===== src/include/alu_cfg.svh =====
`ifndef ALU_CFG_SVH
`define ALU_CFG_SVH

`define ALU_W  64
`define FLAG_W 6

// opcodes, add through xnor are the flag-setting group
`define OP_ADD  4'd0
`define OP_SUB  4'd1
`define OP_AND  4'd2
`define OP_OR   4'd3
`define OP_XOR  4'd4
`define OP_XNOR 4'd5
`define OP_MOV  4'd6
`define OP_ZXT  4'd7
`define OP_SXT  4'd8
`define OP_CMOV 4'd9
`define OP_CSET 4'd10

`define SZ_8  2'd0
`define SZ_16 2'd1
`define SZ_32 2'd2
`define SZ_64 2'd3

`define CC_Z      4'd0
`define CC_NZ     4'd1
`define CC_S      4'd2
`define CC_NS     4'd3
`define CC_UGT    4'd4
`define CC_ULE    4'd5
`define CC_UGE    4'd6
`define CC_ULT    4'd7
`define CC_SGT    4'd8
`define CC_SLE    4'd9
`define CC_SGE    4'd10
`define CC_SLT    4'd11
`define CC_O      4'd12
`define CC_NO     4'd13
`define CC_P      4'd14
`define CC_ALWAYS 4'd15

`endif


===== src/alu_pkg.sv =====
`include "alu_cfg.svh"

package alu_pkg;

  // COASZP order, c is the msb
  typedef struct packed {
    logic c;
    logic o;
    logic a;
    logic s;
    logic z;
    logic p;
  } alu_flags_t;

  typedef struct packed {
    logic       no_flags;
    logic [1:0] src_size; // source width for zxt/sxt
    logic [1:0] size;
    logic [3:0] op;
  } alu_arith_t;

  typedef struct packed {
    logic       no_flags;
    logic [3:0] cond;
    logic [3:0] op;
  } alu_cond_t;

  // cmov and cset read the cond view
  typedef union packed {
    alu_arith_t arith;
    alu_cond_t  cond;
  } alu_op_u;

  typedef struct packed {
    logic              valid;
    alu_op_u           op;
    logic [`ALU_W-1:0] a;
    logic [`ALU_W-1:0] b;
    alu_flags_t        flags; // incoming flags for conditional ops
  } alu_req_t;

  typedef struct packed {
    logic              valid;
    logic [`ALU_W-1:0] result;
    alu_flags_t        flags;
    logic              sets_flags;
  } alu_rsp_t;

endpackage


===== src/cond_eval.sv =====
`include "alu_cfg.svh"

module cond_eval (
  input  alu_pkg::alu_flags_t flags,
  input  logic [3:0]          cond,
  output logic                take
);

  logic slt; // signed less than

  assign slt = flags.s ^ flags.o;

  always_comb
  begin
    case (cond)
      `CC_Z:      take = flags.z;
      `CC_NZ:     take = ~flags.z;
      `CC_S:      take = flags.s;
      `CC_NS:     take = ~flags.s;
      `CC_UGT:    take = ~flags.c & ~flags.z;
      `CC_ULE:    take = flags.c | flags.z;
      `CC_UGE:    take = ~flags.c;
      `CC_ULT:    take = flags.c;
      `CC_SGT:    take = ~slt & ~flags.z;
      `CC_SLE:    take = slt | flags.z;
      `CC_SGE:    take = ~slt;
      `CC_SLT:    take = slt;
      `CC_O:      take = flags.o;
      `CC_NO:     take = ~flags.o;
      `CC_P:      take = flags.p;
      default:    take = 1'b1; // always
    endcase
  end

endmodule


===== src/alu_adder.sv =====
`include "alu_cfg.svh"

module alu_adder (
  input  logic [`ALU_W-1:0]   a,
  input  logic [`ALU_W-1:0]   b,
  input  logic [1:0]          size,
  input  logic                sub,
  output logic [`ALU_W-1:0]   sum,
  output alu_pkg::alu_flags_t cflags
);

  logic [`ALU_W-1:0] bx;
  logic c4;
  logic c8;
  logic c16;
  logic c32;
  logic c64;
  logic o8;
  logic o16;
  logic o32;
  logic o64;
  logic carry;
  logic ovf;

  assign bx = sub ? ~b : b; // subtract as a + ~b + 1

  // carry chain split at the flag tap points
  always_comb
  begin
    {c4, sum[3:0]} = {1'b0, a[3:0]} + {1'b0, bx[3:0]} + {4'b0, sub};
    {c8, sum[7:4]} = {1'b0, a[7:4]} + {1'b0, bx[7:4]} + {4'b0, c4};
    {c16, sum[15:8]} = {1'b0, a[15:8]} + {1'b0, bx[15:8]} + {8'b0, c8};
    {c32, sum[31:16]} = {1'b0, a[31:16]} + {1'b0, bx[31:16]} + {16'b0, c16};
    {c64, sum[`ALU_W-1:32]} = {1'b0, a[`ALU_W-1:32]} + {1'b0, bx[`ALU_W-1:32]}
                            + {{(`ALU_W-32){1'b0}}, c32};
  end

  // operands of equal sign giving a result of the other sign
  assign o8  = (a[7] ~^ bx[7]) & (a[7] ^ sum[7]);
  assign o16 = (a[15] ~^ bx[15]) & (a[15] ^ sum[15]);
  assign o32 = (a[31] ~^ bx[31]) & (a[31] ^ sum[31]);
  assign o64 = (a[`ALU_W-1] ~^ bx[`ALU_W-1]) & (a[`ALU_W-1] ^ sum[`ALU_W-1]);

  always_comb
  begin
    case (size)
      `SZ_8:
      begin
        carry = c8;
        ovf = o8;
      end
      `SZ_16:
      begin
        carry = c16;
        ovf = o16;
      end
      `SZ_32:
      begin
        carry = c32;
        ovf = o32;
      end
      default:
      begin
        carry = c64;
        ovf = o64;
      end
    endcase
  end

  always_comb
  begin
    cflags = '0;
    cflags.c = carry ^ sub; // borrow is the inverted carry
    cflags.o = ovf;
    cflags.a = c4 ^ sub;
  end

endmodule


===== src/alu_logic.sv =====
`include "alu_cfg.svh"

module alu_logic (
  input  alu_pkg::alu_op_u  op,
  input  logic [`ALU_W-1:0] a,
  input  logic [`ALU_W-1:0] b,
  input  logic              take,
  output logic [`ALU_W-1:0] value
);

  logic [`ALU_W-1:0] zext;
  logic [`ALU_W-1:0] sext;

  // extensions take their width from src_size, not size
  always_comb
  begin
    case (op.arith.src_size)
      `SZ_8:
      begin
        zext = {{(`ALU_W-8){1'b0}}, b[7:0]};
        sext = {{(`ALU_W-8){b[7]}}, b[7:0]};
      end
      `SZ_16:
      begin
        zext = {{(`ALU_W-16){1'b0}}, b[15:0]};
        sext = {{(`ALU_W-16){b[15]}}, b[15:0]};
      end
      `SZ_32:
      begin
        zext = {{(`ALU_W-32){1'b0}}, b[31:0]};
        sext = {{(`ALU_W-32){b[31]}}, b[31:0]};
      end
      default:
      begin
        zext = b;
        sext = b;
      end
    endcase
  end

  // logic ops and mov come out unmerged, the result stage applies size
  always_comb
  begin
    case (op.arith.op)
      `OP_AND:
        value = a & b;
      `OP_OR:
        value = a | b;
      `OP_XOR:
        value = a ^ b;
      `OP_XNOR:
        value = ~(a ^ b);
      `OP_MOV:
        value = b;
      `OP_ZXT:
        value = zext;
      `OP_SXT:
        value = sext;
      `OP_CMOV:
        value = take ? b : a;
      `OP_CSET:
        value = {{(`ALU_W-1){1'b0}}, take};
      default:
        value = '0; // add/sub use the adder path
    endcase
  end

endmodule


===== src/alu_result_stage.sv =====
`include "alu_cfg.svh"

module alu_result_stage (
  input  logic                clk,
  input  logic                rst,
  input  alu_pkg::alu_req_t   req,
  input  logic [`ALU_W-1:0]   sum,
  input  alu_pkg::alu_flags_t cflags,
  input  logic [`ALU_W-1:0]   value,
  output alu_pkg::alu_rsp_t   rsp
);

  logic [3:0]          op;
  logic                is_arith;
  logic                is_merge;
  logic                sets_flags;
  logic [`ALU_W-1:0]   raw;
  logic [`ALU_W-1:0]   merged;
  logic                sign;
  logic                zero;
  logic [`FLAG_W-1:0]  flag_mask;
  alu_pkg::alu_flags_t flags;
  alu_pkg::alu_rsp_t   rsp_d;

  assign op = req.op.arith.op;
  assign is_arith = (op == `OP_ADD) || (op == `OP_SUB);
  assign is_merge = op <= `OP_MOV; // add through mov obey the size merge
  assign sets_flags = req.valid && (op <= `OP_XNOR) && !req.op.arith.no_flags;
  assign raw = is_arith ? sum : value;

  // 8 and 16 bit ops keep the upper part of a, 32 bit zero extends
  always_comb
  begin
    case (req.op.arith.size)
      `SZ_8:
      begin
        merged = {req.a[`ALU_W-1:8], raw[7:0]};
        sign = raw[7];
        zero = raw[7:0] == 8'b0;
      end
      `SZ_16:
      begin
        merged = {req.a[`ALU_W-1:16], raw[15:0]};
        sign = raw[15];
        zero = raw[15:0] == 16'b0;
      end
      `SZ_32:
      begin
        merged = {{(`ALU_W-32){1'b0}}, raw[31:0]};
        sign = raw[31];
        zero = raw[31:0] == 32'b0;
      end
      default:
      begin
        merged = raw;
        sign = raw[`ALU_W-1];
        zero = raw == '0;
      end
    endcase
  end

  always_comb
  begin
    flags = '0;
    if (is_arith)
    begin
      flags.c = cflags.c;
      flags.o = cflags.o;
      flags.a = cflags.a;
    end
    flags.s = sign;
    flags.z = zero;
    flags.p = ~^raw[7:0]; // set on an even count of ones
  end

  assign flag_mask = {`FLAG_W{sets_flags}};

  always_comb
  begin
    rsp_d.valid = req.valid;
    rsp_d.result = is_merge ? merged : value;
    rsp_d.flags = flags & flag_mask;
    rsp_d.sets_flags = sets_flags;
  end

  always_ff @(posedge clk)
  begin
    if (rst)
      rsp <= '0;
    else
      rsp <= rsp_d;
  end

endmodule


===== src/int_alu.sv =====
`include "alu_cfg.svh"

module int_alu (
  input  logic              clk,
  input  logic              rst,
  input  alu_pkg::alu_req_t req,
  output alu_pkg::alu_rsp_t rsp
);

  logic                take;
  logic [`ALU_W-1:0]   sum;
  logic [`ALU_W-1:0]   value;
  alu_pkg::alu_flags_t cflags;

  cond_eval cond_eval_inst (
    .flags (req.flags),
    .cond  (req.op.cond.cond),
    .take  (take)
  );

  alu_adder alu_adder_inst (
    .a      (req.a),
    .b      (req.b),
    .size   (req.op.arith.size),
    .sub    (req.op.arith.op == `OP_SUB),
    .sum    (sum),
    .cflags (cflags)
  );

  alu_logic alu_logic_inst (
    .op    (req.op),
    .a     (req.a),
    .b     (req.b),
    .take  (take),
    .value (value)
  );

  // single register stage, one cycle from req to rsp
  alu_result_stage alu_result_stage_inst (
    .clk    (clk),
    .rst    (rst),
    .req    (req),
    .sum    (sum),
    .cflags (cflags),
    .value  (value),
    .rsp    (rsp)
  );

endmodule


===== config.mk =====
export PLATFORM = sky130hd
export DESIGN_NAME = int_alu
export DESIGN_NICKNAME = d
export VERILOG_FILES = /design/src/alu_pkg.sv /design/src/cond_eval.sv /design/src/alu_adder.sv /design/src/alu_logic.sv /design/src/alu_result_stage.sv /design/src/int_alu.sv
export VERILOG_INCLUDE_DIRS = /design/src /design/src/include
export SDC_FILE = /design/constraint.sdc
export NUM_CORES = 1
export LEC_CHECK = 0
export BUFFER_PORTS_ARGS = -buffer_cell sky130_fd_sc_hd__buf_2
export CAP_MARGIN = 0
export CORE_MARGIN = 3
export CORE_UTILIZATION = 47
export DETAILED_ROUTE_END_ITERATION = 12
export GPL_ROUTABILITY_DRIVEN = 0
export PLACE_DENSITY = 0.65
export SLEW_MARGIN = 20
export SYNTH_ARGS = -nofsm -noshare
export SYNTH_HDL_FRONTEND = slang
export SYNTH_SLANG_ARGS = --single-unit

===== constraint.sdc =====
create_clock -name clk -period 29.4 [get_ports clk]
set_input_delay 5.88 -clock clk [delete_from_list [all_inputs] [get_ports clk]]
set_output_delay 5.88 -clock clk [all_outputs]
set_load 0.02 [all_outputs]

==> flow_metrics.tcl, run 1 <==
set metrics [dict create \
    final_common_cell "buf_2" \
    overflow 0 \
    grt_pass1_vias 13533 \
    tightest_slew_ns 1.15 \
    largest_reg_flops 72 \
    ant_nets 0 \
    std_cell_rows 59 \
    setup_slack_ns 12.40 \
    maxCapViolations 0 \
    start_util_pct 47.9 \
    max_freq_mhz 58.8 \
    first_iter_violations 1494 \
    crit_path_top_delay_cell "and2_4" \
    critical-path-max-stage-delay_ns 0.58 \
    syn-cell-area_mm2 0.0125 \
    rsz0062_at_grt "false" \
    worst_path_most_repeated_cell "fa_1" \
    synth-main-ff-cell "dfxtp_1" \
    timing.final.crit_share_pct 57.8 \
    cts_root_buf "clkbuf_16" \
    vias 14223 \
    placed_cells 2172 \
    post-route-util_pct 53.8 \
    htree_levels 3 \
    synth_seq_cells 72 \
    coreArea_mm2 0.0261 \
    drtPass1Iterations 8 \
    endpoint_kind "register" \
    path_clk_slew_ns 0.06 \
    num_io_pins 218 \
    synth-edff-count 0 \
    slew_violations 0 \
    hold_viol 0 \
    cts_buffers 9 \
    dp_slack_ns 12.27 \
    status "completed" \
    drc 0 \
    cts_hold_buf 0 \
    die_y_um 169 \
    routed_via_density 6.49 \
    syn_avg_cell_area_um2 7.33 \
    leakage_nw 6.52 \
    post_cts.repair.setup_buffers 0 \
    synthArstFlopShare_pct 0 \
    yosysWarnings 0 \
    hold_path_class "in2reg" \
    arrival_ns 17.27 \
    peakVddDrop_mv 0.0193 \
    crit_family "adder cells" \
    post_cts_resized 0 \
    hold_slack_ns 5.78 \
    path_buf_inv 4 \
    layout_common_cells "216 x buf_2, 192 x ha_1, 154 x inv_1" \
    clk_path_buf_depth 2 \
    clock-sinks 72 \
    start_kind "input port" \
    synth-seq-area-share_pct 11.5 \
    synth_top_area_share_pct 19.2 \
    setup_viol 0 \
    antenna_found_initial 3 \
    cts_tree "yes" \
    wl_per_cell_um 22.1 \
    synth_fp_nets 2055 \
    p_total_mw 0.484 \
    yosys.area.top_type "ha_1" \
    powerDensity_mw_per_mm2 34.4 \
    setup_tns_ns 0 \
    drt-total-wl_um 48500 \
    postPlaceCellArea_mm2 0.0138 \
    die_w_um 169 \
    cp.required_ns 29.68 \
    area_growth_pct 12.3 \
    path_max_fanout 32 \
    period_needed_ns 17.00 \
    fin_area_mm2 0.0141 \
    fp.dieArea_mm2 0.0286 \
    synth_area_leaders "ha_1 19%, dfxtp_1 12%, xnor2_1 7.0%" \
    maxSlewHeadroom_pct 23.1 \
    layout.nets 2195 \
    dp_hpwl_um 34600 \
    grt_use_total_pct 32.4 \
    grt_pass1_wl_um 73600 \
    top_register "alu_result_stage_inst.rsp" \
    portBuffers 216 \
    yosys.cell_types.count 88 \
    instances_no_fill 2192 \
    path_class "in2reg" \
    syn_inst 1708 \
    grt_start_max_net_pins 75 \
    drive_gt1_share_pct 15.5 \
    reg_top3 "alu_result_stage_inst.rsp: 72 flops" \
]
Yosys cell counts (10+ instances only):
| library cell | count |
|---|---|
| a211oi_1 | 38 |
| a21o_1 | 20 |
| a21oi_1 | 110 |
| a221o_1 | 32 |
| a221oi_1 | 24 |
| a22oi_1 | 27 |
| a311oi_1 | 16 |
| a31oi_1 | 22 |
| buf_1 | 16 |
| clkbuf_1 | 73 |
| dfxtp_1 | 72 |
| ha_1 | 192 |
| inv_1 | 154 |
| mux2i_1 | 23 |
| nand2_1 | 122 |
| nand2b_1 | 18 |
| nand3_1 | 31 |
| nand4_1 | 12 |
| nor2_1 | 150 |
| nor2b_1 | 17 |
| nor3_1 | 49 |
| nor4_1 | 10 |
| o2111ai_1 | 10 |
| o211ai_1 | 29 |
| o21a_1 | 10 |
| o21ai_0 | 107 |
| o221ai_1 | 24 |
| o22ai_1 | 21 |
| xnor2_1 | 100 |
| xor2_1 | 21 |
path summary, 6_finish.rpt:
| path | startpoint | endpoint | slack, ns | depth (start not counted) |
|---|---|---|---|---|
| setup / recovery | req[136] | alu_result_stage_inst.rsp[2]$_SDFF_PP0_ | 12.40 | 45 |
| hold / removal | req[143] | alu_result_stage_inst.rsp[71]$_SDFF_PP0_ | 5.78 | 2 |
kinds of logic (layout without fill, tap and decap cells):
kind of cell | count (synthesis) | count (layout) | share of synthesized area, %
mux | 27 | 27 | 2.38
fa+ha+maj | 201 | 201 | 20.6
other cells | 0 | 4 | 0
simple gates | 470 | 470 | 18.0
flops | 72 | 72 | 11.5
xor+xnor | 121 | 121 | 8.46
buf+inv | 258 | 403 | 8.12
compound gates | 559 | 559 | 30.9
power breakdown:
| part | internal (mW) | leakage [nW] | switching, mW |
|---|---|---|---|
| clock | 0.0620 | 0.135 | 0.0518 |
| combinational | 0.0996 | 5.80 | 0.163 |
| sequential | 0.106 | 0.593 | 0.00186 |
final cells by class:
| type | instances | area [um^2] |
|---|---|---|
| fill | 2602 | 12100 |
| antenna | 4 | 10.0 |
| inverter | 154 | 578 |
| sequential | 72 | 1440 |
| multi-input combinational | 1378 | 10100 |
| timing repair buffer | 233 | 1210 |
| clock buffer | 12 | 256 |
| tap | 335 | 419 |
| clock inverter | 4 | 28.8 |
routing by layer:
metal  vias up  wire length (um)  global-route usage (%)
li1       6552                 -                       -
met1      6651             19500                    40.9
met2       825             21600                    51.6
met4         0              2750                    19.6
met3       195              4650                    5.45
met5         -                 0                       0
No activity file was read; power rests on OpenSTA's default activity.
==> run 2, diff against run 1 <==
- ABC_AREA: default -> 1
- PLACE_DENSITY: 0.65 -> 0.64
- clock period: 29.4 -> 16.1 ns (I/O delays scaled with it)
==> run 2 against run 1 <==
Against the previous run: core utilization fell by 0.43 points; sequential share of layout area fell by 1.2 points; cell count rose by 39%; largest cell class unchanged; synthesized cell count rose by 46%; critical path depth rose by 5; cell area rose by 13%.
==> flow_metrics.tcl, run 2 <==
set metrics [dict create \
    status "completed" \
    hold_viol 0 \
    top_register "alu_result_stage_inst.rsp" \
    layout.nets 2987 \
    coreArea_mm2 0.0298 \
    cp.required_ns 16.41 \
    area_growth_pct 11.4 \
    crit_path_top_delay_cell "fa_1" \
    grt_start_max_net_pins 74 \
    hp-start "req[143]" \
    slew_violations 0 \
    setup_viol 0 \
    yosys.cell_types.count 46 \
    num_io_pins 218 \
    yosysMostFrequentCell "nand2_1" \
    start_kind "input port" \
    htree_levels 3 \
    post_cts.repair.setup_buffers 0 \
    syn-cell-area_mm2 0.0143 \
    clk_path_buf_depth 2 \
    hold_end "alu_result_stage_inst.rsp[71]$_SDFF_PP0_" \
    post_cts_resized 0 \
    synth-edff-count 0 \
    cts_tree "yes" \
    yosys.area.top_type "ha_1" \
    critical-path-max-stage-delay_ns 0.48 \
    synthArstFlopShare_pct 0 \
    path_buf_inv 3 \
    overflow 0 \
    ant_nets 0 \
    final_common_cell "nand2_1" \
    min_path_cells 3 \
    cts_buffers 9 \
    synth-seq-area-share_pct 10.1 \
    routed_via_density 5.67 \
    syn_inst 2495 \
    dp_hpwl_um 38200 \
    synth_seq_cells 72 \
    start_util_pct 47.9 \
    cts_hold_buf 0 \
    path_class "in2reg" \
    max_freq_mhz 76.4 \
    drc 0 \
    die_y_um 180 \
    fp.dieArea_mm2 0.0325 \
    worst_path_most_repeated_cell "nand2_1" \
    crit_family "simple AND/OR/NAND/NOR gates" \
    period_needed_ns 13.08 \
    std_cell_rows 63 \
    clock-sinks 72 \
    grt_pass1_vias 16514 \
    syn_avg_cell_area_um2 5.72 \
    path_clk_slew_ns 0.07 \
    drive_gt1_share_pct 11.4 \
    rsz0062_at_grt "false" \
    maxSlewHeadroom_pct 23.2 \
    vias 17229 \
    maxCapViolations 0 \
    portBuffers 216 \
    leakage_nw 8.95 \
    synth_top_area_share_pct 16.8 \
    peakVddDrop_mv 0.0550 \
    cts_root_buf "clkbuf_16" \
    setup_tns_ns 0 \
    dp_slack_ns 2.72 \
    grt_pass1_wl_um 85300 \
    setup_slack_ns 3.02 \
    largest_reg_flops 72 \
    drtPass1Iterations 6 \
    die_w_um 180 \
    tightest_slew_ns 1.15 \
    synth-main-ff-cell "dfxtp_1" \
    endpoint_kind "register" \
    powerDensity_mw_per_mm2 59.3 \
    grt_use_total_pct 31.9 \
    reg_top3 "alu_result_stage_inst.rsp: 72 flops" \
    hold_path_class "in2reg" \
    drt-total-wl_um 53700 \
    synth_common_cells "629 x nand2_1, 405 x inv_1, 289 x nand3_1" \
    synth_fp_nets 2842 \
    timing.final.crit_share_pct 81.3 \
    arrival_ns 13.39 \
    first_iter_violations 1481 \
    synth_area_leaders "ha_1 17%, nand2_1 17%, inv_1 11%" \
    path_max_fanout 30 \
    antenna_found_initial 9 \
    yosysWarnings 0 \
    wl_per_cell_um 17.7 \
    layout_common_cells "627 x nand2_1, 405 x inv_1, 289 x nand3_1" \
]
run 2: changes by cell type in the layout (fill, tap and decap cells not counted), moves of 26 or more:
cell / change
a211oi_1: -29
a21oi_1: +125
a221o_1: -32
a22oi_1: -26
inv_1: +251
nand2_1: +505
nand3_1: +258
or2_2: +31
xnor2_1: -97
xor2_1: +49
run 2: worst max path at each step:
stage | from | to | slack (ns) | cells after the start
5_1_grt | req[137] | alu_result_stage_inst.rsp[2]$_SDFF_PP0_ | 2.24 | 50
2_1_floorplan | req[135] | alu_result_stage_inst.rsp[2]$_SDFF_PP0_ | 5.02 | 55
6_report | req[137] | alu_result_stage_inst.rsp[2]$_SDFF_PP0_ | 3.02 | 50
3_3_place_gp | req[137] | alu_result_stage_inst.rsp[2]$_SDFF_PP0_ | 2.92 | 50
3_5_place_dp | req[136] | alu_result_stage_inst.rsp[2]$_SDFF_PP0_ | 2.72 | 50
4_1_cts | req[136] | alu_result_stage_inst.rsp[2]$_SDFF_PP0_ | 3.06 | 50
run 2: power by group:
| part | internal (mW) | switching (mW) | leakage (nW) |
|---|---|---|---|
| registers | 0.193 | 0.00397 | 0.594 |
| clock network | 0.145 | 0.0997 | 0.159 |
| logic | 0.166 | 0.335 | 8.20 |
run 2: area by class of cell:
type | instances | area, um^2
fill | 3142 | 13900
multi-input combinational | 1909 | 10900
clock inverter | 4 | 76.3
tap | 390 | 488
antenna | 4 | 10.0
clock buffer | 12 | 256
timing repair buffer | 232 | 1200
inverter | 416 | 1560
sequential | 72 | 1440
run 2: per-stage QoR:
| step | cells | total power [mW] | utilization (%) | hold slack [ns] | instance area (um^2) |
|---|---|---|---|---|---|
| floorplan | 2495 | 0.547 | - | 3.33 | 14300 |
| global placement | 3019 | 0.684 | 52.2 | 3.44 | 15600 |
| detailed placement | 3019 | 0.692 | 52.2 | 3.46 | 15600 |
| CTS | 3035 | 0.940 | 53.4 | 3.07 | 15900 |
| global route | 3037 | 1.02 | 53.4 | 3.08 | 15900 |
| finish | 3039 | 0.943 | 53.4 | 3.08 | 15900 |
run 2: kinds of logic after synthesis:
group,synth area share [%]
flip-flops,10.1
buffers and inverters,14.1
AO/OA/AOI/OAI,18.0
adder cells (fa/ha/maj),18.1
XOR/XNOR,4.48
AND/OR/NAND/NOR,35.3
run 2: metal layers:
| layer | vias to the layer above | part of all wire (%) | wire length (um) | track usage [%] |
|---|---|---|---|---|
| met1 | 7843 | 41 | 21900 | 39.6 |
| li1 | 8411 | - | - | - |
| met4 | 10 | 4.4 | 2360 | 14.7 |
| met3 | 165 | 8.4 | 4520 | 5.63 |
| met2 | 800 | 46 | 24900 | 53.9 |
| met5 | - | 0.12 | 62 | 0 |
